### src/accelCfgPkg.sv
`default_nettype none

package accelCfgPkg;

    // Lanes and memory geometry
    localparam int LANES     = 4;
    localparam int LANE_BITS = $clog2(LANES);
    localparam int MAX_ELEMS = 256;
    localparam int ELEM_BITS = $clog2(MAX_ELEMS);
    localparam int ROW_BITS  = ELEM_BITS - LANE_BITS;

    // Arithmetic widths
    localparam int SAMPLE_W = 16;
    localparam int ACC_W    = 40;
    localparam int LEN_W    = ELEM_BITS + 1;

    // Output FIFO and pipeline depths
    localparam int FIFO_DEPTH = 16;
    localparam int FIFO_PTR_W = $clog2(FIFO_DEPTH);
    localparam int FIFO_CNT_W = $clog2(FIFO_DEPTH + 1);
    localparam int PIPE_SKID  = 8;
    localparam int MEM_LAT    = 3;

    // Generator FSM encoding
    localparam logic [1:0] ST_IDLE = 2'd0;
    localparam logic [1:0] ST_INIT = 2'd1;
    localparam logic [1:0] ST_CALC = 2'd2;

endpackage

`default_nettype wire

### src/convMac.sv
`default_nettype none

module convMac (
    input  logic                                                      clkIn,
    input  logic                                                      rstIn,
    input  logic                                                      vecValid,
    input  logic                                                      vecLast,
    input  logic [accelCfgPkg::LANES-1:0][accelCfgPkg::SAMPLE_W-1:0]  dataVec,
    input  logic [accelCfgPkg::LANES-1:0][accelCfgPkg::SAMPLE_W-1:0]  filtVec,
    input  logic [accelCfgPkg::LANES-1:0]                             vecMask,
    output logic                                                      resValid,
    output logic [accelCfgPkg::ACC_W-1:0]                             resData
);
    import accelCfgPkg::*;

    logic signed [2*SAMPLE_W-1:0] prodR [LANES];
    logic signed [ACC_W-1:0]      laneSum;
    logic signed [ACC_W-1:0]      sumR;
    logic signed [ACC_W-1:0]      accR;
    logic                         validA;
    logic                         lastA;
    logic                         validB;
    logic                         lastB;

    // Masked lane products
    always_ff @(posedge clkIn) begin
        for (int k = 0; k < LANES; k++) begin
            if (vecMask[k]) begin
                prodR[k] <= $signed(dataVec[k]) * $signed(filtVec[k]);
            end else begin
                prodR[k] <= '0;
            end
        end
        lastA <= vecLast;
        sumR  <= laneSum;
        lastB <= lastA;
        resData <= accR + sumR;
    end

    // Sign-extended lane reduction
    always_comb begin
        laneSum = '0;
        for (int k = 0; k < LANES; k++) begin
            laneSum = laneSum + ACC_W'(prodR[k]);
        end
    end

    // Accumulator restarts once a window closes
    always_ff @(posedge clkIn) begin
        if (rstIn) begin
            validA   <= 1'b0;
            validB   <= 1'b0;
            resValid <= 1'b0;
            accR     <= '0;
        end else begin
            validA   <= vecValid;
            validB   <= validA;
            resValid <= validB && lastB;
            if (validB) begin
                accR <= lastB ? '0 : accR + sumR;
            end
        end
    end

endmodule

`default_nettype wire

### config.mk
export PLATFORM = sky130hd
export DESIGN_NAME = convMac
export DESIGN_NICKNAME = d
export VERILOG_FILES = /design/src/accelCfgPkg.sv /design/src/convMac.sv
export SDC_FILE = /design/constraint.sdc
export NUM_CORES = 2
export LEC_CHECK = 0
export ABC_AREA = 1
export BUFFER_PORTS_ARGS = -buffer_cell sky130_fd_sc_hd__buf_2
export CAP_MARGIN = 20
export CORE_ASPECT_RATIO = 1.25
export CORE_MARGIN = 2
export CORE_UTILIZATION = 60
export DETAILED_ROUTE_END_ITERATION = 12
export PLACE_DENSITY_LB_ADDON = 0.25
export SETUP_SLACK_MARGIN = 0.15
export SLEW_MARGIN = 10
export SYNTH_ARGS = -nofsm -noshare
export SYNTH_HDL_FRONTEND = slang
export SYNTH_SLANG_ARGS = --single-unit
### constraint.sdc
create_clock -name clkIn -period 5.3 [get_ports clkIn]
set_input_delay 0.53 -clock clkIn [delete_from_list [all_inputs] [get_ports clkIn]]
set_output_delay 0.53 -clock clkIn [all_outputs]
set_load 0.01 [all_outputs]
**After elaboration in Yosys (flattened, before gate mapping)**

Memories as Yosys holds them, arrays and structs flattened.
Index checks and enable logic that the tools add are counted.

- Bits of input ports: 136
- Latch bits: 0
- Memories kept: 1
- Logic and storage cells: 40
- ROM bits: 0
- Bits in registers: 125
- Bits in writable memories: 128

- Div/mod/pow operators: 0
- Equal/unequal tests: 0
- Bitwise gates (word level): 4
- Multiply operators: 4
- Reduce and logical (&&, ||, !) cells: 1
- Shifts and indexed selects: 0
- Multiplexer cells: 17
- Magnitude comparators: 0
- Add/sub/neg operators: 5

Memory list:

| memory | words | bits a word | rd ports | clocked after Yosys merged registers in | wr ports | line | text |
|---|---|---|---|---|---|---|---|
| prodR | 4 | 32 | 4 | 0 | 4 | convMac.sv:16 | `logic signed [2*SAMPLE_W-1:0] prodR [LANES];` |

Operators by type and width:

| cell | number |
|---|---|
| 16-bit by 16-bit multiplier with 32-bit output | 4 |
| 32-bit two-way mux | 4 |
| 40-bit adder | 2 |
| 40-bit two-way mux | 1 |
| 34-bit by 32-bit adder with 35-bit output | 1 |
| 33-bit by 32-bit adder with 34-bit output | 1 |
| 32-bit by 32-bit adder with 33-bit output | 1 |
| 1-bit two-way mux | 12 |
| 1-bit OR | 4 |
| 1-bit logical AND | 1 |

**Longest topological paths before layout**

- Word-level depth: 3
- Gate-level depth with buffers: 27
- Depth with buffers taken out: 26

**Least setup slack after synthesis**

OpenSTA, ideal clock, no wires.

- Kind: in2reg
- Start point: input port filtVec[53] in the netlist's numbering
- End point: memory prodR[3][24] in the netlist's numbering
- Slack: -0.431 ns
- Stages on the path: 21
- Arrival: 5.662 ns
- Setup time: 0.070 ns
- Buffers on the path: 2
- Cell sequence: clkbuf_1 -> clkbuf_1 -> nand2_1 -> fa_1 -> inv_1 -> fa_1 -> fa_1 -> fa_1 -> fa_1 -> inv_1 -> fa_1 -> inv_1 -> ha_1 -> nand2_1 -> nor2_1 -> inv_1 -> nor2_1 -> nand3_1 -> o211ai_1 -> o21ai_0 -> a21oi_1

RTL lines:

| what | line | text |
|---|---|---|
| from (decl) | convMac.sv:9 | `input logic [accelCfgPkg::LANES-1:0][accelCfgPkg::SAMPLE_W-1:0] filtVec,` |
| to (decl) | convMac.sv:16 |  |

==> out/results.tsv <==
metric	value	unit
rr_worst_depth	13	
root_buffer	clkbuf_16	
grt_pass1_vias	48400	
cp-end-kind	flip-flop	
synthCells	7025	
grt_usage	0.318	
vias	46100	
synth_warnings	0	
viasPerCell	5.21	
die-area	92700	um2
layout_common_cells	1883 x inv_1, 1649 x nand2_1, 1071 x fa_1	
async_flop_share	0	
rsz0062_at_grt	true	
status	finished clean	
drtIter0Drc	3043	
io_pins	177	
h-tree-depth	1	
arrival	5.74	ns
drive_gt1_frac	0.185	
core	89700	um2
setup_viol	0	
overflow	0	
hold_path_depth	1	
numCtsBuffers	28	
max-slew-margin-rel	0.416	
clkLatencyLatePin	0.59	ns
worstSetupPathType	in -> reg	
worstSetupStartpointType	primary input	
synthToLayoutAreaGrowth	19.4	%
min_from	vecLast	
worstReg2RegStart	prodR[1][1]$_SDFF_PN0_	
die-width	273	um
synth-edff-count	0	
firstDrtPassIters	6	
worstMarginPinSlew	0.876	ns
skew	0.0419	ns
rows	123	
slew_viol_final	0	
final_common_cell	inv_1	
syn_avg_cell_area	7.71	um2
r2r_end	sumR[19]$_DFF_P_	
nNetsFinal	9282	
start_util	0.603	
post-route-period-util	0.989	
post-dp-hpwl	125000	um
grt_first_pass_wirelength	237000	um
post-route-min-period	5.24	ns
dieHeight	340	um
grt_max_degree	44	
gp_congestion	1.00	
yosysSeqAreaShare	0.0917	
port_buffers	176	
antenna_found_initial	5	
hold_end	lastA$_DFF_P_	
clk_path_buf_depth	3	
hold_path.class	in -> reg	
maxCapViolations	0	
hold_viol	0	
synth_flop_cell	dfxtp_1	
r2r_slack	1.85	ns
synthDistinctLibCells	48	
syn_nets	8676	
fin_ws	0.0588	ns
dp_slack	-0.635	ns
ys_ff_latch	248	
wl_per_cell	16.4	um
cts_sinks	248	
timing.fmax	191	MHz
path_clk_slew	0.06	ns
cp.required	5.80	ns
drtAntennaViolNets	0	
drc_errors	0	
cts_tree	yes	
synth_area	54100	um2
worstPathMaxFanout	7	
routed_wl	145000	um
## flip-flops by register name (all words and copies together) (netlist names)
register and cells:
prodR 128, validB 1, resValid 1, accR 40, validA 1, resData 40
lastA 1, lastB 1, sumR 35
## worst max-delay path, stage by stage
cell	delay, ns
buf_6	0.12
nand2_4	0.07
inv_2	0.04
buf_4	0.13
fa_1	0.51
inv_2	0.04
fa_2	0.47
fa_2	0.58
inv_2	0.04
fa_2	0.48
fa_1	0.53
inv_2	0.04
fa_1	0.58
inv_2	0.06
ha_4	0.24
buf_4	0.14
a21oi_4	0.14
o21ai_2	0.09
o21bai_2	0.21
a21oi_2	0.16
o21ai_0	0.10
a21oi_1	0.27
buf_4	0.16
## metrics by stage
| stage | cells | TNS, ns | util | cell area [um2] | hold slack, ns |
|---|---|---|---|---|---|
| floorplan | 7025 | 0 | - | 56600 | 0.310 |
| global placement | 8734 | -21.92 | 0.686 | 61500 | 0.311 |
| detailed placement | 8734 | -26.68 | 0.686 | 61500 | 0.317 |
| CTS | 8789 | 0 | 0.697 | 62500 | 0.0390 |
| global route | 8842 | -0.209 | 0.720 | 64600 | 0.0465 |
| finish | 8843 | 0 | 0.721 | 64600 | 0.0498 |
## cell families (layout without fill, tap and decap cells)
| family | Yosys count | count (layout) | synth area share |
|---|---|---|---|
| XOR/XNOR | 82 | 82 | 0.0135 |
| flip-flops | 248 | 248 | 0.0917 |
| other | 0 | 4 | 0 |
| AO/OA/AOI/OAI | 598 | 598 | 0.0613 |
| adder cells (fa/ha/maj) | 1515 | 1515 | 0.505 |
| AND/OR/NAND/NOR | 2367 | 2367 | 0.175 |
| buffers and inverters | 2215 | 2842 | 0.154 |
## worst max-delay path by stage
stage | start | endpoint | slack, ns | depth (start not counted)
2_1_floorplan | filtVec[6] | prodR[0][31]$_SDFF_PN0_ | 0.02 | 20
3_3_place_gp | dataVec[63] | prodR[3][26]$_SDFF_PN0_ | -0.53 | 21
3_5_place_dp | dataVec[63] | prodR[3][26]$_SDFF_PN0_ | -0.63 | 21
4_1_cts | filtVec[63] | prodR[3][26]$_SDFF_PN0_ | 0.08 | 22
5_1_grt | filtVec[61] | prodR[3][26]$_SDFF_PN0_ | -0.07 | 20
6_report | filtVec[49] | prodR[3][17]$_SDFF_PN0_ | 0.06 | 23
## cell type report
type | count | area, um2
multi-input cells | 4562 | 43200
inverters | 1961 | 7380
flip-flops and latches | 248 | 4960
well taps | 1187 | 1490
clock inverters | 15 | 145
fillers | 6942 | 25100
repair buffers | 830 | 6640
clock buffers | 36 | 791
diodes | 4 | 10.0
## metal layers
layer / up-vias / global-route usage / wire length, um
met1: 22700 / 0.395 / 55200
li1: 21500 / - / -
met3: 397 / 0.0254 / 7230
met2: 1482 / 0.578 / 76600
met4: 2 / 0.110 / 5850
met5: - / 0 / 13
## synth_stat cells (4+ instances only)
cell type / number / area, um2
nand2_1: 1731 / 6500
a21o_1: 14 / 105
xnor2_1: 36 / 315
fa_1: 1114 / 22300
o21ai_1: 13 / 65.1
nor3_2: 7 / 70.1
inv_1: 1951 / 7320
xor2_1: 44 / 385
a31oi_1: 11 / 68.8
buf_1: 6 / 22.5
o211ai_1: 14 / 105
nand3_1: 122 / 611
dfxtp_1: 248 / 4960
nor2_1: 354 / 1330
and2_1: 24 / 150
inv_2: 10 / 37.5
o21bai_1: 31 / 233
or2_2: 17 / 106
o21a_1: 30 / 225
nand4_1: 25 / 156
nand3b_1: 18 / 135
nand2_2: 18 / 113
nor2_2: 8 / 50.1
o21ai_0: 154 / 771
a21oi_2: 8 / 70.1
ha_1: 401 / 5020
clkbuf_1: 246 / 923
nor4_1: 4 / 25.0
a21oi_1: 310 / 1550
nor3_1: 28 / 140
a21boi_0: 5 / 37.5
## what timing repair did
item / in CTS / in global routing
gates cloned: 0 / 2
setup buffers: 4 / 48
pin swaps: 5 / 209
hold buffers: 0 / 0
gates resized for setup: 14 / 536
endpoints found under the setup margin: 16 / 75
Power is left out: the tool's default activity adds up to more than one toggle a clock period on the data nets, which glitch-free logic cannot reach.
