==> config.mk <==
export PLATFORM = sky130hd
export DESIGN_NAME = convAddrGen
export DESIGN_NICKNAME = d
export VERILOG_FILES = /design/src/accelCfgPkg.sv /design/src/accelAddrPkg.sv /design/src/convAddrGen.sv
export SDC_FILE = /design/constraint.sdc
export NUM_CORES = 1
export LEC_CHECK = 0
export ABC_CLOCK_PERIOD_IN_PS = 4900
export BUFFER_PORTS_ARGS = -buffer_cell sky130_fd_sc_hd__buf_2
export CAP_MARGIN = 20
export CELL_PAD_IN_SITES_DETAIL_PLACEMENT = 1
export CELL_PAD_IN_SITES_GLOBAL_PLACEMENT = 1
export CORE_AREA = 2 2 77 94
export DETAILED_ROUTE_END_ITERATION = 6
export DIE_AREA = 0 0 79 96
export HOLD_SLACK_MARGIN = 0.02
export PLACE_DENSITY_LB_ADDON = 0.1
export SYNTH_ARGS = -nofsm -noshare
export SYNTH_HDL_FRONTEND = slang
export SYNTH_SLANG_ARGS = --single-unit
==> constraint.sdc <==
create_clock -name clkIn -period 4.9 [get_ports clkIn]
set_clock_uncertainty 0.1 [all_clocks]
set_input_delay 0.98 -clock clkIn [delete_from_list [all_inputs] [get_ports clkIn]]
set_output_delay 0.98 -clock clkIn [all_outputs]
set_load 0.01 [all_outputs]
==> src/accelCfgPkg.sv <==
`default_nettype none

package accelCfgPkg;

    // Lanes and memory geometry
    localparam int LANES     = 4;
    localparam int LANE_BITS = $clog2(LANES);
    localparam int MAX_ELEMS = 256;
    localparam int ELEM_BITS = $clog2(MAX_ELEMS);
    localparam int ROW_BITS  = ELEM_BITS - LANE_BITS;

    // Arithmetic widths
    localparam int SAMPLE_W = 16;
    localparam int ACC_W    = 40;
    localparam int LEN_W    = ELEM_BITS + 1;

    // Output FIFO and pipeline depths
    localparam int FIFO_DEPTH = 16;
    localparam int FIFO_PTR_W = $clog2(FIFO_DEPTH);
    localparam int FIFO_CNT_W = $clog2(FIFO_DEPTH + 1);
    localparam int PIPE_SKID  = 8;
    localparam int MEM_LAT    = 3;

    // Generator FSM encoding
    localparam logic [1:0] ST_IDLE = 2'd0;
    localparam logic [1:0] ST_INIT = 2'd1;
    localparam logic [1:0] ST_CALC = 2'd2;

endpackage

`default_nettype wire

==> src/accelAddrPkg.sv <==
`default_nettype none

package accelAddrPkg;

    // One element address, seen flat by the generator
    // and as bank row plus lane by the memory
    typedef union packed {
        logic [accelCfgPkg::ELEM_BITS-1:0] flat;
        struct packed {
            logic [accelCfgPkg::ROW_BITS-1:0]  bankRow;
            logic [accelCfgPkg::LANE_BITS-1:0] lane;
        } idx;
    } elemAddrT;

    // Host bus map
    localparam int BUS_ADDR_W = accelCfgPkg::ELEM_BITS + 1;

    // Set for filter memory, clear for data memory
    localparam int SEL_FILT_BIT = accelCfgPkg::ELEM_BITS;

endpackage

`default_nettype wire

==> src/convAddrGen.sv <==
`default_nettype none

module convAddrGen (
    input  logic                              clkIn,
    input  logic                              rstIn,
    input  logic                              startIn,
    input  logic [accelCfgPkg::LEN_W-1:0]     dataLenIn,
    input  logic [accelCfgPkg::LEN_W-1:0]     filtLenIn,
    input  logic                              fifoSpace,
    output logic                              rdValid,
    output accelAddrPkg::elemAddrT            dataAddr,
    output accelAddrPkg::elemAddrT            filtAddr,
    output logic [accelCfgPkg::LANES-1:0]     laneMask,
    output logic                              beatLast
);
    import accelCfgPkg::*;

    logic [1:0]           stateR;
    logic [LEN_W-1:0]     dataLenR;
    logic [LEN_W-1:0]     filtLenR;
    logic [ELEM_BITS-1:0] maxBaseR;
    logic [ELEM_BITS-1:0] lastChunkR;
    logic [ELEM_BITS-1:0] baseCntR;
    logic [ELEM_BITS-1:0] chunkCntR;
    logic                 fire;
    logic                 chunkDone;
    logic [LANES-1:0]     chunkMask;

    // One beat per cycle, only while the FIFO can absorb the skid
    assign fire      = (stateR == ST_CALC) && fifoSpace;
    assign chunkDone = (chunkCntR == lastChunkR);

    // Lanes past the filter end are off
    always_comb begin
        for (int k = 0; k < LANES; k++) begin
            chunkMask[k] = (LEN_W'(chunkCntR) + LEN_W'(k)) < filtLenR;
        end
    end

    always_ff @(posedge clkIn) begin
        if (rstIn) begin
            stateR  <= ST_IDLE;
            rdValid <= 1'b0;
        end else begin
            rdValid <= fire;
            case (stateR)
                ST_IDLE: begin
                    if (startIn) begin
                        stateR <= ST_INIT;
                    end
                end
                ST_INIT: begin
                    stateR <= ST_CALC;
                end
                ST_CALC: begin
                    if (fire && chunkDone && (baseCntR == maxBaseR)) begin
                        stateR <= ST_IDLE;
                    end
                end
                default: begin
                    stateR <= ST_IDLE;
                end
            endcase
        end
    end

    // Window base and chunk counters
    always_ff @(posedge clkIn) begin
        if (stateR == ST_IDLE) begin
            dataLenR <= dataLenIn;
            filtLenR <= filtLenIn;
        end
        if (stateR == ST_INIT) begin
            maxBaseR   <= ELEM_BITS'(dataLenR - filtLenR);
            // Offset of the final chunk, lane aligned
            lastChunkR <= ELEM_BITS'(filtLenR - 1) & ~ELEM_BITS'(LANES - 1);
            baseCntR   <= '0;
            chunkCntR  <= '0;
        end else if (fire) begin
            if (chunkDone) begin
                chunkCntR <= '0;
                baseCntR  <= baseCntR + 1'b1;
            end else begin
                chunkCntR <= chunkCntR + ELEM_BITS'(LANES);
            end
        end
    end

    // Beat payload
    always_ff @(posedge clkIn) begin
        dataAddr.flat <= baseCntR + chunkCntR;
        filtAddr.flat <= chunkCntR;
        laneMask      <= chunkMask;
        beatLast      <= chunkDone;
    end

endmodule

`default_nettype wire

Yosys cells after proc, flatten, opt, wreduce, memory -nomap -nowiden

Cells that the tools add are included.

Register bits after elaboration: 71
Input port bits: 22
Word-level logic and storage cells: 40

Add/sub/neg operators: 8
Order comparisons: 4
Eq/ne operators: 6
Muxes and demuxes: 4
Reduce and logical (&&, ||, !) cells: 6

Operators with widths:

| kind                                                               | number |
|---|---|
| 9-bit less-than comparator                                         | 3 |
| 8-bit by 2-bit adder with 9-bit output, second input constant      | 2 |
| 8-bit == test                                                      | 2 |
| 8-bit by 1-bit adder with 9-bit output, second input constant      | 1 |
| 8-bit by 9-bit less-than comparator with 1-bit output              | 1 |
| 8-bit by 1-bit adder with 8-bit output, second input constant      | 1 |
| 8-bit by 3-bit adder with 8-bit output, second input constant      | 1 |
| 8-bit adder                                                        | 1 |
| 8-bit 2-to-1 mux                                                   | 1 |
| 8-bit by 1-bit subtractor with 8-bit output, second input constant | 1 |
| 8-bit subtractor                                                   | 1 |
| 2-bit one-hot mux with 3 select lines                              | 1 |
| 2-bit 2-to-1 mux                                                   | 2 |
| 2-bit AND reduction                                                | 2 |
| 1-bit logical AND                                                  | 3 |
| 2-bit by 1-bit == test with 1-bit output, second input constant    | 1 |
| 2-bit == test, second input constant                               | 1 |
| 2-bit zero test                                                    | 1 |
| 2-bit by 1-bit != test with 1-bit output, second input constant    | 1 |
| 2-bit != test, second input constant                               | 1 |

Longest topological paths before layout

Depth in word-level cells: 6
Depth in mapped cells: 8

Worst setup path before layout

Ideal clock, no wire load.

Path type: input -> register
Start: input fifoSpace
End: register chunkCntR[3]
Arrival time: 2.092 ns
Data required time: 4.736 ns
Slack: 2.644 ns
Stages: 7
Cells stage by stage: and3b_1 > clkbuf_1 > and3_2 > buf_2 > or2_1 > buf_2 > nor2_1

Cells in the longest elaborated chain, start to end: 1

RTL lines:

| what                 | line              | text |
|---|---|---|
| start, declared      | convAddrGen.sv:9  | `input logic fifoSpace,` |
| 1-bit logical AND    | convAddrGen.sv:30 | `assign fire = (stateR == ST_CALC) && fifoSpace;` |
| end signal, assigned | convAddrGen.sv:84 | `chunkCntR <= chunkCntR + ELEM_BITS'(LANES);` |
| end, declared        | convAddrGen.sv:24 | `logic [ELEM_BITS-1:0] chunkCntR;` |

No other way between the ends.
A chain may end at the register's enable or synchronous reset.

Worst setup path in the final report

Start: register filtLenR[0]
End: register maxBaseR[6] (data pin)

Cells in the longest elaborated chain, start to end: 1

RTL lines:

| what                   | line              | text |
|---|---|---|
| start, declared        | convAddrGen.sv:20 | `logic [LEN_W-1:0] filtLenR;` |
| start signal, assigned | convAddrGen.sv:71 | `filtLenR <= filtLenIn;` |
| 8-bit subtractor       | convAddrGen.sv:74 | `maxBaseR <= ELEM_BITS'(dataLenR - filtLenR);` |
| end signal, assigned   | convAddrGen.sv:74 |  |
| end, declared          | convAddrGen.sv:21 | `logic [ELEM_BITS-1:0] maxBaseR;` |

No other way between the ends.

==> results.toml <==
[sta]
setup_viol = 0
setup_tns_ns = 0
period_share_pct = 46.2
drv_slew = 0
max_clock_freq_ghz = 0.442
tightest_slew_ns = 0.658
grt_setup_unrepaired = "false"
layout_min_cycle_time_ns = 2.26
fin_hold_ws_ns = 0.360
max_slew_margin_pct = 55.9
hold_viol_final = 0

[logic_synthesis]
synth_top_cell_by_area = "edfxtp_1"
avgSynthCellArea_um2 = 11.3
synth-main-ff-cell = "dfxtp_1"
synth_edf_count = 31
synth_mux_area_share_pct = 1.25
netlist_instances = 284
synth_top_family_by_area = "adder cells"
synth_warnings = 0
ys_seq_elements = 67
synthAdderAreaFrac_pct = 12.3
synth_top_area_share_pct = 29.0
yosys.area_share.simple_pct = 12.1
synth_compound_area_share_pct = 8.97
ys_seq_area_share_pct = 51.5
ys_top_cells_by_area = "edfxtp_1, dfxtp_1, ha_1, xor2_1, xnor2_1"
yosysUniqueCellTypes = 47
synthXorXnorAreaFrac_pct = 9.83
synthArstFlopShare_pct = 0
synthesis.area_mm2 = 0.00321

[worst_setup_path]
end_kind = "flop"
cp_max_fo = 5
crit_type = "reg2reg"
r2r_start = "filtLenR[0]$_DFFE_PN_"
reg2reg_slack_ns = 2.64
r2r_end = "maxBaseR[6]$_DFFE_PN_"
max_stage_delay_ns = 0.48
required_ns = 4.89
r2r_cells = 7
cp.arrival_ns = 2.25
path_cells = "ha_1 > fa_1 > nor2b_1 > o21ai_0 > a21boi_0 > or4b_2 > nand4_1"
crit_path_start_kind = "flop"
slowest_stage = "edfxtp_1"

[cts]
clk-insertion-delay-late_ns = 0.34
cts_sinks = 67
clock_path_buffers = 2
h-tree-depth = 3
root_buffer = "clkbuf_8"
cts_buffers = 9
cts_hold_buf = 0
cts.clk_slew.worst_paths_ns = 0.08
cts_tree = "done"
cts_resized = 0
post_cts_buffers = 0

[worst_hold_path]
hp-start = "baseCntR[1]$_SDFFE_PN0P_"
hold_path_class = "reg2reg"
holdPathStages = 0
holdPathEnd = "dataAddr[1]$_DFF_P_"

[run_status]
status = "complete, no violations"

[placed_design]
place_area_mm2 = 0.00346
detailed_place_hpwl_um = 4530
place_congestion = 0.797
portBuffers = 40

[global_routing]
grt_max_degree = 22
grt_pass1_vias = 2095
grt_pass1_wl_um = 9920
antenna_found_initial = 0
gr-total-overflow = 0
grt_use_total_pct = 17.5

[detailed_routing]
wire_per_inst_um = 14.5
m1WireLength_um = 2670
wl_met3_um = 189
drtIter0Drc = 69
drtPass1Iterations = 4
vias = 2124
ant_nets = 0
wl_um = 6040
route.detailed.drc = 0
wl_met2_um = 3080
vias_per_cell = 5.11
top_layer = "met4"

[floorplanning]
die-area_mm2 = 0.00758
core-area_mm2 = 0.00669
start_util_pct = 48.0
num_io_pins = 44
num_rows = 33
die_w_um = 79
die_y_um = 96

[cells_and_area]
final_area_mm2 = 0.00368
syn_to_final_growth_pct = 14.6
antenna_cells = 0
nets = 377
layout_commonest_cell = "buf_2"
final_cell_mix = "buf_2, dfxtp_1, edfxtp_1"
drive_above_1_share_pct = 18.2
nFillCells = 721

[pwr]
p_per_area_mw_per_mm2 = 375
p_leak_nw = 1.68
worst_ir_drop_vdd_mv = 0.188

[job]
maxCapViolations = 0
[cells in the mapped netlist (7+ instances only)]
cell / number
a21oi_1: 9
clkbuf_1: 8
dfxtp_1: 36
edfxtp_1: 31
ha_1: 30
inv_1: 14
nand2_1: 12
nand2b_1: 7
nor2_1: 24
o21ai_0: 11
xnor2_1: 14
xor2_1: 22
[state kept, by name, summed over array words and instances (netlist names)]
signal and flops:
baseCntR 8, beatLast 1, chunkCntR 6, dataAddr 8, dataLenR 8, filtAddr 6
filtLenR 9, laneMask 4, lastChunkR 6, maxBaseR 8, rdValid 1, stateR 2
[critical path, delay by kind of cell (launching register included)]
family | cells | cell delay (ns)
compound gates | 2 | 0.40
fa+ha+maj | 2 | 0.67
flops | 1 | 0.48
simple gates | 3 | 0.36
[cell families after synthesis]
logic type | after synthesis
AND/OR/NAND/NOR | 72
XOR/XNOR | 36
multiplexers | 4
flip-flops | 67
adder cells (fa/ha/maj) | 31
buffers and inverters | 29
other | 1
AO/OA/AOI/OAI | 44
[worst max path at each step]
| stage | cells after the start | startpoint | endpoint | slack (ns) |
|---|---|---|---|---|
| finish | 7 | filtLenR[0]$_DFFE_PN_ | maxBaseR[6]$_DFFE_PN_ | 2.64 |
| global route | 7 | filtLenR[0]$_DFFE_PN_ | maxBaseR[6]$_DFFE_PN_ | 2.42 |
| CTS | 7 | filtLenR[0]$_DFFE_PN_ | maxBaseR[6]$_DFFE_PN_ | 2.60 |
| detailed placement | 5 | fifoSpace | baseCntR[4]$_SDFFE_PN0P_ | 2.45 |
| global placement | 5 | fifoSpace | baseCntR[6]$_SDFFE_PN0P_ | 2.49 |
| floorplan | 7 | fifoSpace | chunkCntR[3]$_SDFFE_PN0P_ | 2.64 |
[through the flow]
stage	utilization [%]	instances	setup WS [ns]	total power [mW]
after floorplan	-	286	2.64	0.829
after global placement	51.8	400	2.49	0.881
after detailed placement	51.8	400	2.45	0.891
after CTS	55.0	416	2.60	1.40
after global routing	55.0	416	2.42	1.45
final	55.0	416	2.64	1.38
[layout make-up]
| class | count | area [µm²] | share of cell area [%] |
|---|---|---|---|
| Tap cell | 87 | 109 | 2.96 |
| Inverter | 15 | 56.3 | 1.53 |
| Timing Repair Buffer | 41 | 208 | 5.65 |
| Clock buffer | 9 | 124 | 3.37 |
| Clock inverter | 7 | 90.1 | 2.45 |
| Sequential cell | 67 | 1650 | 44.9 |
| Multi-Input combinational cell | 190 | 1440 | 39.1 |
[metal layers]
metal | vias up | global-route usage, %
li1 | 1077 | -
met1 | 1000 | 20.2
met2 | 36 | 31.1
met3 | 11 | 3.94
met4 | 0 | 7.76
met5 | - | 0
[where the power goes]
| part | switching, mW | internal, mW |
|---|---|---|
| Sequential | 0.0311 | 0.640 |
| Combinational | 0.113 | 0.0930 |
| Clock | 0.217 | 0.285 |
| Total | 0.361 | 1.02 |
Note: power is estimated with default switching activity, not from simulation.
