File: src/accelCfgPkg.sv
`default_nettype none

package accelCfgPkg;

    // Lanes and memory geometry
    localparam int LANES     = 4;
    localparam int LANE_BITS = $clog2(LANES);
    localparam int MAX_ELEMS = 256;
    localparam int ELEM_BITS = $clog2(MAX_ELEMS);
    localparam int ROW_BITS  = ELEM_BITS - LANE_BITS;

    // Arithmetic widths
    localparam int SAMPLE_W = 16;
    localparam int ACC_W    = 40;
    localparam int LEN_W    = ELEM_BITS + 1;

    // Output FIFO and pipeline depths
    localparam int FIFO_DEPTH = 16;
    localparam int FIFO_PTR_W = $clog2(FIFO_DEPTH);
    localparam int FIFO_CNT_W = $clog2(FIFO_DEPTH + 1);
    localparam int PIPE_SKID  = 8;
    localparam int MEM_LAT    = 3;

    // Generator FSM encoding
    localparam logic [1:0] ST_IDLE = 2'd0;
    localparam logic [1:0] ST_INIT = 2'd1;
    localparam logic [1:0] ST_CALC = 2'd2;

endpackage

`default_nettype wire

File: src/convOutFifo.sv
`default_nettype none

module convOutFifo (
    input  logic                            clkIn,
    input  logic                            rstIn,
    input  logic                            resValid,
    input  logic [accelCfgPkg::ACC_W-1:0]   resData,
    input  logic                            readyIn,
    output logic                            validOut,
    output logic [accelCfgPkg::ACC_W-1:0]   dataOut,
    output logic                            fifoSpace
);
    import accelCfgPkg::*;

    logic [ACC_W-1:0]      fifoMem [FIFO_DEPTH];
    logic [FIFO_PTR_W-1:0] wrPtrR;
    logic [FIFO_PTR_W-1:0] rdPtrR;
    logic [FIFO_CNT_W-1:0] countR;
    logic                  pop;

    assign validOut = (countR != '0);
    assign dataOut  = fifoMem[rdPtrR];
    assign pop      = validOut && readyIn;

    // Room left for every beat the generator may still have in flight
    assign fifoSpace = (countR <= FIFO_CNT_W'(FIFO_DEPTH - PIPE_SKID));

    always_ff @(posedge clkIn) begin
        if (resValid) begin
            fifoMem[wrPtrR] <= resData;
        end
    end

    always_ff @(posedge clkIn) begin
        if (rstIn) begin
            wrPtrR <= '0;
            rdPtrR <= '0;
            countR <= '0;
        end else begin
            if (resValid) begin
                wrPtrR <= wrPtrR + 1'b1;
            end
            if (pop) begin
                rdPtrR <= rdPtrR + 1'b1;
            end
            case ({resValid, pop})
                2'b10:   countR <= countR + 1'b1;
                2'b01:   countR <= countR - 1'b1;
                default: countR <= countR;
            endcase
        end
    end

endmodule

`default_nettype wire

File: config.mk
export PLATFORM = sky130hd
export DESIGN_NAME = convOutFifo
export DESIGN_NICKNAME = d
export VERILOG_FILES = /design/src/accelCfgPkg.sv /design/src/convOutFifo.sv
export SDC_FILE = /design/constraint.sdc
export NUM_CORES = 1
export LEC_CHECK = 0
export BUFFER_PORTS_ARGS = -buffer_cell sky130_fd_sc_hd__buf_2
export CORE_MARGIN = 10
export CORE_UTILIZATION = 55
export CTS_CLUSTER_SIZE = 20
export DETAILED_ROUTE_END_ITERATION = 10
export PLACE_DENSITY = 0.72
export SYNTH_ARGS = -nofsm -noshare
export SYNTH_HDL_FRONTEND = slang
export SYNTH_SLANG_ARGS = --single-unit
File: constraint.sdc
create_clock -name clkIn -period 6.2 [get_ports clkIn]
set_input_delay 0.62 -clock clkIn [delete_from_list [all_inputs] [get_ports clkIn]]
set_output_delay 0.62 -clock clkIn [all_outputs]
set_load 0.01 [all_outputs]
# Word-level counts from Yosys, hierarchy flattened
# Memories as Yosys holds them, arrays and structs flattened. A register that Yosys moved wholly into a read port is not among the register bits.
# Index checks and enable logic that the tools add are counted.
[totals]
n_memories = 1
out_inout_bits = 42
wordCells = 19
regBits = 13
ram_bits = 640
[mem_list]
columns = ["name", "words", "width", "rd", "rd_clocked_by_memory_dff", "write_ports", "line", "text"]
rows = [
  ["fifoMem", 16, 40, 1, 1, 1, "convOutFifo.sv:15", "logic [ACC_W-1:0] fifoMem [FIFO_DEPTH];"],
]
[op_classes]
n_eq_ne = 2
magnitude_cmp = 1
n_addsub = 4
n_reduce_logical = 3
muxes = 5
[ops]
columns = ["operator", "count"]
rows = [
  ["$pmux W5 S2", 1],
  ["$add A4 B1 Y4 const B", 2],
  ["$mux W4", 2],
  ["$add A5 B1 Y5 const B", 1],
  ["$le A5 B4 Y1 const B", 1],
  ["$reduce_bool A5 Y1", 1],
  ["$sub A5 B1 Y5 const B", 1],
  ["$eq A2 B1 Y1 const B", 1],
  ["$eq A2 B2 Y1 const B", 1],
  ["$mux W1", 2],
  ["$reduce_bool A2 Y1", 1],
  ["$logic_and A1 B1 Y1", 1],
]

# Logic depth before layout (Yosys ltp)
# Gate-level depths: netlist of the first run.
[depth]
word_depth = 4
ltp_mapped = 10
depth_no_buf = 10

# Worst setup path before layout of the first run
# No wires, ideal clock.
[synth_path]
kind = "in2reg"
from = "in resValid"
to = "mem fifoMem[10][0], enable pin"
cell_stages = 4
arrival_ns = 2.270
setup_time_ns = 0.401
slack_ns = 3.528
required_time_ns = 5.799
path_cell_list = "clkbuf_1 -> inv_1 -> nor3b_1 -> and2_1"
[synth_between]
elab_chain_len = 2
[synth_rtl]
columns = ["element", "line", "text"]
rows = [
  ["start, declared", "convOutFifo.sv:6", "input logic resValid,"],
  ["$mux W1", "convOutFifo.sv:29", "if (resValid) begin"],
  ["$mux W1 (not written as such)", "convOutFifo.sv:30", "fifoMem[wrPtrR] <= resData;"],
  ["end, declared", "convOutFifo.sv:15", ""],
]
# Every way passes these cells.

==> results of run 1 <==
## state kept, by name, indices dropped and copies added (netlist names), named ones only
signal	cells
wrPtrR	4
countR	5
rdPtrR	4
fifoMem	640
## cell families after synthesis
family,Yosys count,synth area share (%)
xor+xnor,8,0.281
compound gates,95,2.84
fa+ha+maj,8,0.402
flops,657,78.6
buf+inv,63,1.35
simple gates,102,1.96
mux,163,14.6
## path summary, 6_finish.rpt
| path | from | end | depth (start not counted) | slack (ps) |
|---|---|---|---|---|
| max | flop | dataOut[15] | 5 | 2200 |
| min | readyIn | flop | 3 | 340 |
| max reg2reg | countR[1] | countR[4] | 10 | 3330 |
| min reg2reg | rdPtrR[1] | flop | 2 | 500 |
## power breakdown
part | total, mW | switching (mW) | leakage [nW] | internal, mW
clock | 3.53 | 1.56 | 0.937 | 1.97
sequential | 5.08 | 0.129 | 5.92 | 4.95
combinational | 1.47 | 0.700 | 1.97 | 0.772
total | 10.1 | 2.39 | 8.83 | 7.69
## tightest hold or removal path, delay by kind of cell
kind,cells,cell delay (ps)
and+or+nand+nor,1,80
buffers and inverters,1,130
AOI/OAI and AO/OA,1,70
## per-stage QoR
| step | setup slack [ps] | power (mW) | utilization (%) |
|---|---|---|---|
| final | 2200 | 10.1 | 62.7 |
| after global routing | 1900 | 10.5 | 62.7 |
| after CTS | 2080 | 10.2 | 62.7 |
| after detailed placement | 2750 | 6.68 | 58.4 |
| after global placement | 2770 | 6.66 | 58.4 |
| after floorplan | 3530 | 6.30 | - |
## area by class of cell
type | count | share of cell area [%]
timing repair buffer | 109 | 2.26
sequential | 657 | 70.1
multi-input combinational | 376 | 18.1
antenna | 2 | 0.0179
clock buffer | 70 | 5.59
clock inverter | 46 | 1.20
inverter | 5 | 0.0673
tap | 592 | 2.65
## per-layer routing
metal	vias to the layer above	global-route usage [%]	wire length, um
met4	6	4.08	812
li1	4881	-	-
met3	65	3.64	4200
met1	6174	27.6	21100
met2	530	31.1	25600
met5	-	0	34
## cell usage after synthesis (2+ instances only)
cell type | n | share of area (%)
nand2b_1 | 2 | 0.050
edfxtp_1 | 640 | 77
a22oi_1 | 80 | 2.4
buf_2 | 17 | 0.34
nand3b_1 | 3 | 0.090
a21oi_1 | 7 | 0.14
xor2_1 | 6 | 0.21
nand3_1 | 3 | 0.060
nor2b_1 | 5 | 0.13
mux2i_1 | 2 | 0.080
xnor2_1 | 2 | 0.070
or3_1 | 5 | 0.13
and2_1 | 17 | 0.43
nor2_1 | 12 | 0.18
dfxtp_1 | 17 | 1.4
inv_1 | 5 | 0.075
clkbuf_1 | 29 | 0.44
o21ai_0 | 2 | 0.040
nand2_1 | 47 | 0.71
buf_6 | 10 | 0.45
mux4_2 | 160 | 14
ha_1 | 8 | 0.40
nor3_1 | 4 | 0.080
==> impl_metrics.env, run 1 <==
export IMPL_antenna_found_initial=4
export IMPL_initial_core_util_pct=55.9
export IMPL_die_w_um=233
export IMPL_grt_setup_unrepaired="false"
export IMPL_final_max_slew_viol_count=0
export IMPL_arrival_ps=3380
export IMPL_max_freq_mhz=250
export IMPL_slew_headroom_pct=32.8
export IMPL_overflow=0
export IMPL_synth_fp_nets=1148
export IMPL_final_common_cell="edfxtp_1"
export IMPL_vias=11656
export IMPL_dpl_hpwl_um=24500
export IMPL_crit_type="flop to output pin"
export IMPL_fp_dieArea_mm2=0.0542
export IMPL_drt_iter0_markers=1380
export IMPL_io_pins=86
export IMPL_ir_drop_uv=234
export IMPL_powerDensity_mw_per_mm2=361
export IMPL_syn_inst=1096
export IMPL_synth_area_mm2=0.0249
export IMPL_finalSetupTns_ps=0
export IMPL_synthArstFlopShare_pct=0
export IMPL_grt_max_degree=97
export IMPL_multi_input_area_mm2=0.00504
export IMPL_nFillCells=2984
export IMPL_layout_common_cells="edfxtp_1 (640), mux4_2 (160), buf_2 (85)"
export IMPL_grt_util_all_layers_pct=19.4
export IMPL_maxCapViolCount=0
export IMPL_detail_route_wl_per_cell_um=27.9
export IMPL_worst_path_buf_inv=2
export IMPL_cts_root_buf="clkbuf_16"
export IMPL_ant_nets=0
export IMPL_setup_viol=0
export IMPL_insertion_delay_ps=600
export IMPL_drt_vias_per_instance=6.28
export IMPL_drive_gt1_share_pct=29.8
export IMPL_cts_tree="built"
export IMPL_postLayoutCellArea_mm2=0.0279
export IMPL_synth_main_ff_cell="edfxtp_1"
export IMPL_slowest_stage="dfxtp_4"
export IMPL_syn_area_per_cell_um2=22.7
export IMPL_yosys_warnings=0
export IMPL_cpPeakStageDelay_ps=870
export IMPL_drt_total_wl_um=51800
export IMPL_seq_area_mm2=0.0196
export IMPL_grt_pass1_vias=11985
export IMPL_hold_class="primary input to flop"
export IMPL_tightest_slew_ps=1010
export IMPL_hold_viol=0
export IMPL_firstDrtPassIters=5
export IMPL_crit_fanout=92
export IMPL_min_period_ps=4000
export IMPL_yosysSeqAreaShare_pct=78.6
export IMPL_p_leak_nw=8.83
export IMPL_status="completed"
export IMPL_clock_sinks=657
export IMPL_fin_hold_ws_ps=335
export IMPL_ctsResizeCount=0
export IMPL_place_area_mm2=0.0260
export IMPL_cp_top_family="flip-flops"
export IMPL_ys_types=36
export IMPL_cts_clk_slew_worst_paths_ps=60
export IMPL_fin_skew_ps=15.0
export IMPL_die_y_um=233
export IMPL_cts_buffers=61
export IMPL_clockBufferDepth=3
export IMPL_worstPathRequired_ps=5580
export IMPL_dp_cells=1739
export IMPL_coreArea_mm2=0.0445
export IMPL_core_rowCount=77
export IMPL_synth_seq_cells=657
export IMPL_hold_buffers=0
export IMPL_finalCritPeriodShare_pct=64.6
export IMPL_synth_edf_count=640
export IMPL_post_cts_setup_buffer_count=0
export IMPL_nets=1262
export IMPL_area_growth_pct=12.1
export IMPL_htreeDepth=2
export IMPL_grt_pass1_wl_um=77700
export IMPL_final_cells=1857
export IMPL_gp_congestion=0.759
export IMPL_crit_chain="buf_12, mux4_2, a22oi_1, nand2_1, buf_2"
export IMPL_crit_path_end_kind="output pin"
export IMPL_numPortBuffers=85
export IMPL_cp_start_kind="flop"
export IMPL_drc=0
(Power assumes the default switching activity.)
==> run 2: changes to the inputs <==
Settings changed: PLACE_DENSITY 0.72 to 0.75.
Clock period 6.2 ns to 3.35 ns, I/O delays scaled along.
==> run 2 against run 1 <==
Register-to-register slack worse by 2800 ps. Cell area rose by 1.2%. Critical path depth unchanged. Utilization increased by 0.74 points. Die area stayed put. Count of clock-buffer cells in the layout rose by 10. Clock skew rose by 2.3 ps. Clock power up 89%. Flip-flop and latch count is the same. Setup slack lost 1800 ps. Total power is 87% higher. Critical path type unchanged. Largest cell class unchanged. Largest power group unchanged.
==> impl_metrics.env, run 2 (same netlist as run 1, synthesis figures left out) <==
export IMPL_initial_core_util_pct=55.9
export IMPL_antennaDiodeCount=0
export IMPL_worstPathRequired_ps=3010
export IMPL_hold_viol=0
export IMPL_overflow=0
export IMPL_die_w_um=233
export IMPL_ant_nets=0
export IMPL_slew_headroom_pct=45.2
export IMPL_drc=0
export IMPL_combPwrFrac_pct=15.6
export IMPL_clockBufferDepth=3
export IMPL_postLayoutCellArea_mm2=0.0282
export IMPL_hold_class="primary input to flop"
export IMPL_final_cells=1862
export IMPL_cts_clk_slew_worst_paths_ps=60
export IMPL_crit_fanout=45
export IMPL_min_period_ps=2990
export IMPL_drt_total_wl_um=51900
export IMPL_grt_pass1_vias=12132
export IMPL_area_growth_pct=13.4
export IMPL_grt_pass1_wl_um=77300
export IMPL_cp_top_family="multiplexers"
export IMPL_swShare_pct=23.5
export IMPL_slowest_stage="mux4_2"
export IMPL_finalSetupTns_ps=0
export IMPL_grt_util_all_layers_pct=19.3
export IMPL_cts_root_buf="clkbuf_16"
export IMPL_gp_congestion=0.750
export IMPL_crit_path_end_kind="output pin"
export IMPL_nets=1269
export IMPL_dpl_hpwl_um=26500
export IMPL_largestRegisters="fifoMem x640, countR x5"
export IMPL_final_common_cell="edfxtp_1"
export IMPL_layout_common_cells="edfxtp_1 (640), mux4_2 (160), buf_2 (85)"
export IMPL_crit_type="flop to output pin"
export IMPL_grt_setup_unrepaired="false"
export IMPL_power_mw=18.9
export IMPL_tightest_slew_ps=821
export IMPL_p_leak_nw=8.93
export IMPL_grt_max_degree=78
export IMPL_cts_buffers=61
export IMPL_arrival_ps=2660
export IMPL_ctsResizeCount=0
export IMPL_fin_skew_ps=17.4
export IMPL_power_internal_mw=14.5
export IMPL_detail_route_wl_per_cell_um=27.9
export IMPL_cts_tree="built"
export IMPL_finalCritPeriodShare_pct=89.3
export IMPL_drt_iter0_markers=1449
export IMPL_htreeDepth=2
export IMPL_cp_start_kind="flop"
export IMPL_fin_hold_ws_ps=59.9
export IMPL_hold_buffers=0
export IMPL_vias=11741
export IMPL_dpl_worst_slack_ps=586
export IMPL_crit_chain="buf_12, mux4_2, a22oi_1, nand2_1, buf_2"
export IMPL_status="completed"
export IMPL_firstDrtPassIters=5
export IMPL_numPortBuffers=85
export IMPL_post_cts_setup_buffer_count=0
export IMPL_io_pins=86
export IMPL_drive_gt1_share_pct=30.3
export IMPL_p_sw_mw=4.44
export IMPL_power_frac_seq_pct=49.2
export IMPL_cpPeakStageDelay_ps=560
export IMPL_power_share_clock_pct=35.3
export IMPL_fin_ws_ps=357
export IMPL_die_y_um=233
export IMPL_final_max_slew_viol_count=0
export IMPL_worst_path_buf_inv=2
export IMPL_max_freq_mhz=334
export IMPL_largest_reg_flops=640
export IMPL_fp_dieArea_mm2=0.0542
export IMPL_core_rowCount=77
export IMPL_coreArea_mm2=0.0445
export IMPL_insertion_delay_ps=620
export IMPL_final_util_pct=63.4
export IMPL_powerDensity_mw_per_mm2=669
export IMPL_drt_vias_per_instance=6.31
export IMPL_regMostFlops="fifoMem"
export IMPL_ir_drop_uv=364
export IMPL_setup_viol=0
export IMPL_antenna_found_initial=6
export IMPL_place_area_mm2=0.0263
export IMPL_maxCapViolCount=0
export IMPL_dp_cells=1746
export IMPL_clock_sinks=657
run 2: cell count changes in the layout (fill, tap and decap cells not counted), moves of 5 or more:
cell	delta
buf_4	-12
buf_12	+19
clkbuf_1	+5
clkinv_1	-6
run 2: layout make-up:
cell class,count,area (um2)
multi-input combinational,376,5040
inverter,5,18.8
timing repair buffer,116,921
sequential,657,19600
clock buffer,80,1670
tap,592,741
fill,2888,16300
clock inverter,36,270
run 2: worst paths after layout:
check / start / end / slack [ps] / cells past startpoint
worst min register to register: rdPtrR[1] / flop / 510 / 2
worst max register to register: countR[1] / countR[4] / 540 / 10
worst min-delay path: resValid / wrPtrR[0] / 60 / 3
worst max-delay path: flop / dataOut[9] / 360 / 5
run 2: worst reg2reg max path, stage by stage (launching register included):
cell      delay, ps
dfxtp_1         370
or3_1           460
o31ai_4         280
inv_1           100
ha_1            280
xor2_1          190
ha_1            240
or3_1           310
nor3_1          220
nor3_1           90
nand3b_1        160
run 2: power by group through the flow:
stage	clock network [mW]	registers, mW	logic (mW)
2_1_floorplan	0	9.38	2.28
3_3_place_gp	0	9.45	2.93
3_5_place_dp	0	9.47	2.97
4_1_cts	6.75	9.30	3.00
5_1_grt	7.08	9.31	3.19
6_report	6.66	9.29	2.94
run 2: layer usage:
layer	part of all wire (%)	routed length, um	global-route usage [%]	vias up
met5	0.10	54	0	-
met1	40	20600	27.0	6177
met3	9.3	4800	4.32	87
met2	49	25300	30.3	570
met4	2.0	1060	5.70	10
li1	-	-	-	4897
==> run 3: changes to the inputs <==
Settings changed: HOLD_SLACK_MARGIN set to 0.12, PLACE_DENSITY 0.75 to 0.82.
==> run 3 against run 2 <==
Largest cell class unchanged. Flip-flop and latch count unchanged. Sequential power increased by 0.4%. Count of clock-buffer cells in the layout is 9 lower. Critical endpoint is now dataOut[32]. Utilization is 0.78 points higher. Global-route usage grew 1.5 points.
==> impl_metrics.env, run 3 (same netlist as run 1, synthesis figures left out) <==
export IMPL_status="completed"
export IMPL_crit_end="dataOut[32]"
export IMPL_io_pins=86
export IMPL_dpl_hpwl_um=27400
export IMPL_ff2ff_path_depth=10
export IMPL_overflow=0
export IMPL_finalSetupTns_ps=0
export IMPL_crit_type="flop to output pin"
export IMPL_area_growth_pct=14.8
export IMPL_cpPeakStageDelay_ps=640
export IMPL_reg2reg_slack_ps=450
export IMPL_drt_total_wl_um=56000
export IMPL_post_cts_setup_buffer_count=0
export IMPL_clock_sinks=657
export IMPL_drt_vias_per_instance=6.37
export IMPL_arrival_ps=2700
export IMPL_largestRegisters="fifoMem x640, countR x5"
export IMPL_grt_pass1_wl_um=82800
export IMPL_hold_class="flop to flop"
export IMPL_vias=12072
export IMPL_maxCapViolCount=0
export IMPL_coreArea_mm2=0.0445
export IMPL_worst_path_buf_inv=2
export IMPL_crit_path_end_kind="output pin"
export IMPL_initial_core_util_pct=55.9
export IMPL_min_period_ps=3040
export IMPL_ant_nets=0
export IMPL_hold_viol=0
export IMPL_clockBufferDepth=3
export IMPL_die_y_um=233
export IMPL_hold_buffers=44
export IMPL_fin_skew_ps=18.0
export IMPL_htreeDepth=2
export IMPL_final_common_cell="edfxtp_1"
export IMPL_nFillCells=2843
export IMPL_postLayoutCellArea_mm2=0.0286
export IMPL_powerDensity_mw_per_mm2=661
export IMPL_grt_util_all_layers_pct=20.8
export IMPL_core_rowCount=77
export IMPL_regMostFlops="fifoMem"
export IMPL_die_w_um=233
export IMPL_setup_viol=0
export IMPL_ctsResizeCount=0
export IMPL_path_depth=5
export IMPL_cts_tree="built"
export IMPL_tightest_slew_ps=855
export IMPL_worstPathRequired_ps=3010
export IMPL_final_max_slew_viol_count=0
export IMPL_grt_max_degree=60
export IMPL_min_from="rdPtrR[1]"
export IMPL_detail_route_wl_per_cell_um=29.5
export IMPL_largest_reg_flops=640
export IMPL_grt_setup_unrepaired="false"
export IMPL_r2r_start="countR[1]"
export IMPL_slew_headroom_pct=43.0
export IMPL_numPortBuffers=85
export IMPL_max_freq_mhz=329
export IMPL_grt_pass1_vias=12865
export IMPL_antennaDiodeCount=0
export IMPL_drc=0
export IMPL_power_mw=18.9
export IMPL_dp_cells=1745
export IMPL_cts_buffers=59
export IMPL_drt_iter0_markers=1730
export IMPL_nets=1310
export IMPL_cp_top_family="flip-flops"
export IMPL_firstDrtPassIters=5
export IMPL_layout_common_cells="edfxtp_1 (640), mux4_2 (160), buf_2 (85)"
export IMPL_ir_drop_uv=539
export IMPL_p_leak_nw=9.07
export IMPL_cp_start_kind="flop"
export IMPL_cts_clk_slew_worst_paths_ps=60
export IMPL_worstReg2RegEnd="countR[4]"
export IMPL_drive_gt1_share_pct=29.0
export IMPL_crit_fanout=25
export IMPL_fp_dieArea_mm2=0.0542
export IMPL_finalCritPeriodShare_pct=90.7
export IMPL_antenna_found_initial=1
export IMPL_final_cells=1896
export IMPL_place_area_mm2=0.0263
export IMPL_cts_root_buf="clkbuf_16"
export IMPL_crit_chain="buf_12, mux4_2, a22oi_1, nand2_1, buf_2"
export IMPL_gp_congestion=0.733
export IMPL_slowest_stage="dfxtp_4"
export IMPL_insertion_delay_ps=610
## run 3: changes by cell type in the layout (fill, tap and decap cells not counted), sizes merged
cell,before,now
clkinvlp,3,2
clkbuf,80,71
dlygate4sd3,0,44
clkinv,28,27
bufinv,4,5
inv,6,7
buf,116,115
## run 3: worst min-delay path: cells and delay by family (launching register included)
family	cells	cell delay [ps]
compound gates	1	90
simple gates	1	60
flops	1	330
## run 3: how the worst min path moves through the flow
stage,endpoint,cells after the start
after floorplan,fifoMem[0][0],0
after global placement,flop,2
after detailed placement,flop,2
after CTS,rdPtrR[1],2
after global routing,rdPtrR[1],2
final,rdPtrR[1],2
## run 3: final cells by class
type / instances / area [um2] / share of cell area [%]
Timing Repair Buffer: 159 / 1350 / 4.74
Clock buffer: 71 / 1540 / 5.40
Tap cell: 592 / 741 / 2.59
Sequential cell: 657 / 19600 / 68.5
Multi-Input combinational cell: 376 / 5040 / 17.6
Inverter: 5 / 18.8 / 0.0657
Clock inverter: 36 / 310 / 1.09
## run 3: metal layers
metal	wire, um	GRT usage (%)	vias to the layer above	share of wire [%]
li1	-	-	4957	-
met1	20500	27.1	6315	37
met2	28700	34.9	706	51
met3	5350	4.19	92	9.6
met4	1330	6.59	2	2.4
met5	9	0	-	0.016
## run 3: stage by stage
stage	hold WS (ps)	worst slack, ps	utilization [%]
2_1_floorplan	434	834	-
3_3_place_gp	494	661	59.0
3_5_place_dp	511	553	59.0
4_1_cts	533	231	64.2
5_1_grt	585	141	64.2
6_report	545	311	64.2
## run 3: power by group
| part | switching (mW) | total, mW | leakage (nW) | internal, mW |
|---|---|---|---|---|
| Clock | 2.88 | 6.53 | 0.903 | 3.65 |
| Combinational | 1.49 | 3.04 | 2.25 | 1.55 |
| Sequential | 0.169 | 9.33 | 5.92 | 9.16 |
| Total | 4.54 | 18.9 | 9.07 | 14.4 |
